[config.mk]
export PLATFORM = sky130hd
export DESIGN_NAME = xbus_tv
export DESIGN_NICKNAME = d
export VERILOG_FILES = /design/src/rtl/tv_pkg.sv /design/src/rtl/frame_timer.sv /design/src/rtl/tv_regs.sv /design/src/rtl/fb_ctrl.sv /design/src/rtl/xbus_tv.sv
export SDC_FILE = /design/constraint.sdc
export NUM_CORES = 1
export LEC_CHECK = 0
export ABC_AREA = 1
export BUFFER_PORTS_ARGS = -buffer_cell sky130_fd_sc_hd__buf_2
export CORE_MARGIN = 2
export CORE_UTILIZATION = 44
export DETAILED_ROUTE_END_ITERATION = 8
export HOLD_SLACK_MARGIN = 0.06
export PLACE_DENSITY_LB_ADDON = 0.1
export RECOVER_POWER = 100
export SYNTH_ARGS = -nofsm -noshare
export SYNTH_HDL_FRONTEND = slang
export SYNTH_SLANG_ARGS = --single-unit
[constraint.sdc]
create_clock -name clk -period 1.8 [get_ports clk]
set_clock_uncertainty 0.2 [all_clocks]
set_input_delay 0.27 -clock clk [delete_from_list [all_inputs] [get_ports clk]]
set_output_delay 0.27 -clock clk [all_outputs]
set_load 0.01 [all_outputs]
[src/rtl/tv_pkg.sv]
// tv framebuffer shared types
`default_nettype none

package tv_pkg;

   // --------------------------------------------------
   // address map
   // --------------------------------------------------

   // one 22-bit word address, read as a framebuffer page
   // or as the register block base
   typedef union packed {
      struct packed {
         logic [6:0]  page;
         logic [14:0] offset;
      } fb;
      struct packed {
         logic [18:0] base;
         logic [2:0]  index;
      } regs;
   } xbus_addr_u;

   // framebuffer page, 17000000 octal
   localparam logic [6:0]  fb_page  = 7'(22'o17000000 >> 15);
   // register block, 17377760 octal
   localparam logic [18:0] reg_base = 19'(22'o17377760 >> 3);

   // register 0 bit positions
   localparam int int_en_bit   = 3;
   localparam int int_flag_bit = 4;

   // one frame at 60 Hz from a 50 MHz clock
   localparam logic [19:0] frame_period = 20'd833333;

   // --------------------------------------------------
   // bus and memory records
   // --------------------------------------------------

   // master side, held until ack
   typedef struct packed {
      xbus_addr_u  addr;
      logic [31:0] wdata;
      logic        write;
      logic        req;
   } xbus_req_t;

   // video memory command
   typedef struct packed {
      logic [14:0] addr;
      logic [31:0] wdata;
      logic        write;   // one-cycle pulse
      logic        req;     // read level, held until ready
   } vram_cmd_t;

   // page hits from decode
   typedef struct packed {
      logic fb;
      logic regs;
   } hit_t;

   typedef enum logic [2:0] {
      st_idle,
      st_write,
      st_read,
      st_reg,
      st_done
   } fb_state_e;

endpackage

`default_nettype wire

[src/rtl/frame_timer.sv]
// frame period timer
`default_nettype none

module frame_timer #(
   parameter logic [19:0] period = tv_pkg::frame_period
) (
   input  wire  clk,
   input  wire  reset,
   output logic tick
);

   localparam logic [19:0] last = period - 20'd1;

   logic [19:0] count;

   // --------------------------------------------------
   // free running divider
   // --------------------------------------------------

   always_ff @(posedge clk)
   begin
      if (reset)
         count <= '0;
      else if (count == last)
         count <= '0;
      else
         count <= count + 20'd1;
   end

   // one cycle per wrap, first one period after reset
   assign tick = count == last;

   a_count_range: assert property (@(posedge clk) disable iff (reset)
      count < period)
      else $error("frame counter ran past its period");

endmodule

`default_nettype wire

[src/rtl/tv_regs.sv]
// tv decode and interrupt register
`default_nettype none

module tv_regs (
   input  wire               clk,
   input  wire               reset,
   input  tv_pkg::xbus_req_t xbus_req,
   input  wire               reg_wr,
   input  wire               reg_rd,
   input  wire               fill,
   input  wire  [31:0]       vram_rdata,
   input  wire               tick,
   output tv_pkg::hit_t      hit,
   output logic              decode,
   output logic [31:0]       rdata,
   output logic              interrupt
);
   import tv_pkg::*;

   logic        int_en;
   logic        int_flag;
   logic [31:0] reg_word;

   // --------------------------------------------------
   // address decode
   // --------------------------------------------------

   // same address word, two views
   always_comb
   begin
      hit.fb   = xbus_req.addr.fb.page == fb_page;
      hit.regs = xbus_req.addr.regs.base == reg_base;
   end

   // color page left undecoded, no logic answers it
   assign decode = hit.fb | hit.regs;

   // --------------------------------------------------
   // interrupt enable and flag
   // --------------------------------------------------

   always_ff @(posedge clk)
   begin
      if (reset)
      begin
         int_en   <= 1'b0;
         int_flag <= 1'b0;
      end
      else
      begin
         if (reg_wr)
            int_en <= xbus_req.wdata[int_en_bit];

         // frame tick beats a clear in the same cycle
         if (tick)
            int_flag <= 1'b1;
         else if (reg_wr && xbus_req.wdata[int_flag_bit])
            int_flag <= 1'b0;
      end
   end

   assign interrupt = int_en & int_flag;

   // --------------------------------------------------
   // read data latch
   // --------------------------------------------------

   // register 0 image, other bits zero
   always_comb
   begin
      reg_word               = '0;
      reg_word[int_en_bit]   = int_en;
      reg_word[int_flag_bit] = int_flag;
   end

   // loaded on the edge that enters done, so valid with ack
   always_ff @(posedge clk)
   begin
      if (reg_rd)
         rdata <= reg_word;
      else if (fill)
         rdata <= vram_rdata;
   end

   // interrupt only rises out of a tick or a register write
   a_int_rise: assert property (@(posedge clk) disable iff (reset)
      $rose(interrupt) |-> int_en && $past(tick || reg_wr))
      else $error("interrupt rose without enable or cause");

endmodule

`default_nettype wire

[src/rtl/fb_ctrl.sv]
// tv access state machine
`default_nettype none

module fb_ctrl (
   input  wire               clk,
   input  wire               reset,
   input  tv_pkg::xbus_req_t xbus_req,
   input  tv_pkg::hit_t      hit,
   input  wire               vram_ready,
   output logic              ack,
   output logic              reg_wr,
   output logic              reg_rd,
   output logic              fill,
   output tv_pkg::vram_cmd_t vram_cmd
);
   import tv_pkg::*;

   fb_state_e state;
   fb_state_e state_next;

   // --------------------------------------------------
   // state machine
   // --------------------------------------------------

   always_comb
   begin
      state_next = state;
      case (state)
         st_idle:
            if (xbus_req.req && hit.fb)
               state_next = xbus_req.write ? st_write : st_read;
            else if (xbus_req.req && hit.regs)
               state_next = st_reg;
         // write and register access take one cycle
         st_write: state_next = st_done;
         st_reg:   state_next = st_done;
         // wait out the memory latency
         st_read:
            if (vram_ready)
               state_next = st_done;
         // hold ack until the master lets go
         st_done:
            if (!xbus_req.req)
               state_next = st_idle;
         default: state_next = st_idle;
      endcase
   end

   always_ff @(posedge clk)
   begin
      if (reset)
         state <= st_idle;
      else
         state <= state_next;
   end

   // --------------------------------------------------
   // outputs
   // --------------------------------------------------

   assign ack    = state == st_done;
   assign reg_wr = (state == st_reg) && xbus_req.write;
   assign reg_rd = (state == st_reg) && !xbus_req.write;
   // read data is taken on the read to done edge
   assign fill   = (state == st_read) && vram_ready;

   assign vram_cmd.addr  = xbus_req.addr.fb.offset;
   assign vram_cmd.wdata = xbus_req.wdata;
   assign vram_cmd.write = state == st_write;
   assign vram_cmd.req   = state == st_read;

   a_cmd_excl: assert property (@(posedge clk) disable iff (reset)
      !(vram_cmd.write && vram_cmd.req))
      else $error("write and read together in %s", state.name());

   // ack drops only once the master has released req
   a_ack_fall: assert property (@(posedge clk) disable iff (reset)
      $fell(ack) |-> $past(!xbus_req.req))
      else $error("ack fell while req was held");

endmodule

`default_nettype wire

[src/rtl/xbus_tv.sv]
// tv framebuffer bus slave
`default_nettype none

module xbus_tv #(
   parameter logic [19:0] period = tv_pkg::frame_period
) (
   input  wire               clk,
   input  wire               reset,
   input  tv_pkg::xbus_req_t xbus_req,
   input  wire  [31:0]       vram_rdata,
   input  wire               vram_ready,
   output logic [31:0]       rdata,
   output logic              ack,
   output logic              decode,
   output logic              interrupt,
   output tv_pkg::vram_cmd_t vram_cmd
);
   import tv_pkg::*;

   // --------------------------------------------------
   // internal links
   // --------------------------------------------------

   hit_t hit;
   logic reg_wr;
   logic reg_rd;
   logic fill;
   logic tick;

   // decode, interrupt register and read latch
   tv_regs u_tv_regs (
      .clk        (clk),
      .reset      (reset),
      .xbus_req   (xbus_req),
      .reg_wr     (reg_wr),
      .reg_rd     (reg_rd),
      .fill       (fill),
      .vram_rdata (vram_rdata),
      .tick       (tick),
      .hit        (hit),
      .decode     (decode),
      .rdata      (rdata),
      .interrupt  (interrupt)
   );

   // access sequencing and memory command
   fb_ctrl u_fb_ctrl (
      .clk        (clk),
      .reset      (reset),
      .xbus_req   (xbus_req),
      .hit        (hit),
      .vram_ready (vram_ready),
      .ack        (ack),
      .reg_wr     (reg_wr),
      .reg_rd     (reg_rd),
      .fill       (fill),
      .vram_cmd   (vram_cmd)
   );

   // sets the interrupt flag once per frame
   frame_timer #(
      .period (period)
   ) u_frame_timer (
      .clk   (clk),
      .reset (reset),
      .tick  (tick)
   );

endmodule

`default_nettype wire

==> impl_metrics.py <==
metrics = {
    "yosys": {
        "synth_edf_count": 2,
        "synth.most_common_cell": "nand3_1",
        "synth.area.top_cells": "dfxtp_1 (37%), nand3_1 (13%), buf_4 (12%)",
        "yosysUniqueCellTypes": 35,
        "synthTopCellsByCount": "nand3_1 (79), nand2_1 (76), dfxtp_1 (55), buf_4 (48), inv_1 (35)",
        "yosys_register_bits": 57,
        "synthFlopType": "dfxtp_1",
        "yosys_warnings": 0,
        "synth_area_um2": 2959,
        "yosysTopAreaCell": "dfxtp_1",
        "avgSynthCellArea_um2": 7.324,
        "synth_top_area_frac": 0.3721,
        "synth-async-reset-ratio": 0,
        "synth.yosys.seq_area_share": 0.3924,
        "syn_nets": 497,
        "synthCells": 404,
    },
    "worst_setup_path": {
        "critPathRequiredTime_ps": 1330,
        "worstPathCellList": "inv_2 > nor3_4 > buf_6 > buf_2",
        "cp-end-kind": "output pin",
        "crit_type": "register to output pin",
        "r2r_setup_slack_ps": 130,
        "cp_num_buf_inv": 3,
        "slowest_delay_ps": 350,
        "slowest_stage": "dfxtp_2",
        "cp-start-kind": "register",
        "cp.arrival_ps": 1240,
        "path_delay_family": "flip-flops",
        "cp_max_fo": 4,
    },
    "grt": {
        "grt_max_degree": 18,
        "antenna_found_initial": 0,
        "grt_pass1_vias": 2799,
        "grt_overflow": 0,
        "gr-usage-all-layers": 0.2107,
        "grt_pass1_wl_um": 12410,
    },
    "run": {
        "maxCapViolCount": 0,
    },
    "floorplanning": {
        "ios": 175,
        "core.rowCount": 29,
        "die_width_um": 86.01,
        "core_region_area_um2": 6422,
        "dieArea_um2": 7397,
        "start_util": 0.4607,
        "chipHeight_um": 86.01,
    },
    "timing": {
        "fmax_ghz": 0.5844,
        "fin_hold_ws_ps": 69.77,
        "relSlewSlack": 0.7591,
        "min_period_ps": 1711,
        "drv_slew": 0,
        "finalHoldViolations": 0,
        "finalCritPeriodShare": 0.9506,
        "worst_slew_pin_slew_ps": 358.6,
        "finalSetupViolCount": 0,
    },
    "pwr": {
        "power_switching_share": 0.3269,
        "p_seq_frac": 0.415,
        "leakagePower_nw": 1.796,
        "p_int_mw": 3.024,
        "power_frac_comb": 0.284,
        "switchingPower_mw": 1.469,
        "p_per_area_nw_per_um2": 1161,
        "max-vdd-ir-drop_mv": 0.7441,
        "p_clk_frac": 0.301,
    },
    "place": {
        "dp_hpwl_um": 5229,
        "gp_congestion": 0.8781,
        "port_buffers": 108,
        "place_area_um2": 3293,
        "dpl.cell_count": 542,
    },
    "final_layout": {
        "nets": 607,
        "syn_to_final_growth_pct": 30.82,
        "final_layout_size_suffix_gt1_frac": 0.2447,
        "nFillCells": 620,
        "diodes": 0,
        "multi_input_area_um2": 1262,
        "fin_area_um2": 3871,
        "seq_area_um2": 1171,
        "final_cells": 596,
    },
    "routing": {
        "dr.pass1.iters": 4,
        "drtIter0Drc": 87,
        "drt_wl_total_um": 7504,
        "via_per_inst": 4.839,
        "vias": 2884,
        "remaining_drc_errors": 0,
        "avgRoutedWirePerCell_um": 12.59,
        "ant_nets": 0,
    },
    "cts": {
        "numClockSinks": 57,
        "clock_latency_ps": 330,
        "htree_num_levels": 3,
        "cts_made_buffers": 9,
        "path_clk_slew_ps": 60,
        "cts_tree": "done",
        "root_buffer": "clkbuf_8",
        "cts_buffer_depth": 2,
    },
    "run_status": {
        "status": "complete, no violations",
    },
    "hold_path": {
        "min_path_type": "input pin to register",
    },
}
[final timing paths]
check                               startpoint                                 end  cells past startpoint
min reg2reg  u_frame_timer.count[0]$_SDFF_PP0_   u_frame_timer.count[0]$_SDFF_PP0_                      1
min                                xbus_req[6]     u_tv_regs.int_flag$_SDFFE_PP0P_                      4
max reg2reg  u_frame_timer.count[0]$_SDFF_PP0_  u_frame_timer.count[12]$_SDFF_PP0_                      9
max            u_fb_ctrl.state[1]$_SDFFE_PP0P_                         vram_cmd[0]                      4
[registers in the layout, summed over array words and instances, names as in the netlist]
name,flops
u_tv_regs.rdata,32
u_tv_regs.int_flag,1
u_frame_timer.count,20
u_tv_regs.int_en,1
u_fb_ctrl.state,3
[worst register-to-register path, cell delays in order, from the launching register on]
cell and delay [ps]:
dfxtp_4 370, ha_2 210, nand3_4 100, nor2_4 140, nand2_2 90, nor2_4 110
nand2_2 80, clkinv_1 70, a21oi_1 50, nor3_1 180
[cell type report]
cell class                      count  area share
Clock buffer                       11     0.03911
Clock inverter                      5     0.02004
Inverter                           40     0.03878
Multi-Input combinational cell    245      0.3261
Sequential cell                    57      0.3025
Tap cell                           77     0.02489
Timing Repair Buffer              161      0.2485
[placed cells by master (no fill, tap or decap), types with 2 or more instances in the layout]
master and instances:
nor3_2 3, nor2_2 2, clkbuf_1 48, nor3_1 13
nor2_1 21, inv_2 5, a21oi_1 10, bufinv_16 2
buf_2 61, xnor2_1 2, edfxtp_1 2, dlygate4sd3_1 35
clkinv_2 2, nor2_4 4, clkbuf_2 2, clkbuf_8 11
o21a_1 2, o21ai_0 3, dfxtp_2 5, nand3_1 79
o21ai_1 5, xor2_1 3, buf_4 14, nand2_2 7
dfxtp_1 49, inv_1 34, nand4_1 4, nand2_1 74
[per-stage QoR]
| stage | setup TNS (ps) | power (mW) | setup slack (ps) | utilization |
|---|---|---|---|---|
| 4_1_cts | 0 | 4.597 | 14.48 | 0.6047 |
| 5_1_grt | -16.22 | 4.781 | -13.81 | 0.6028 |
| 3_3_place_gp | 0 | 3.128 | 109.2 | 0.5128 |
| 6_report | 0 | 4.493 | 88.85 | 0.6028 |
| 3_5_place_dp | 0 | 3.149 | 52.48 | 0.5128 |
| 2_1_floorplan | 0 | 2.661 | 156.2 | - |
[power groups by stage]
stage / sequential [mW] / combinational (mW) / clock, mW
after floorplan: 2.01 / 0.646 / 0
after global placement: 1.85 / 1.28 / 0
after detailed placement: 1.86 / 1.29 / 0
after CTS: 1.84 / 1.37 / 1.39
after global routing: 1.90 / 1.44 / 1.44
final: 1.87 / 1.27 / 1.35
[repair_timing]
item                                    in CTS  in global routing
buffers inserted                             1                  2
pin swaps                                    1                  4
endpoints found under the setup margin       1                 17
hold endpoints to repair                    36                  0
hold buffers                                35                  0
resized for setup                            1                 15
[cells by family (layout without fill, tap and decap cells)]
logic type	Yosys count	in the layout	share of synthesized area
buf+inv	102	217	0.1932
fa+ha+maj	2	2	0.008455
compound gates	21	21	0.03805
simple gates	216	216	0.3476
xor+xnor	6	6	0.02030
flops	57	57	0.3924
[routing by layer]
metal,GRT usage,vias to the layer above,part of all wire
met1,0.2397,1292,0.40
li1,-,1478,-
met2,0.3672,104,0.52
met3,0.07988,10,0.072
met5,0,-,0
met4,0.05916,0,0.012
(Power assumes the default switching activity.)
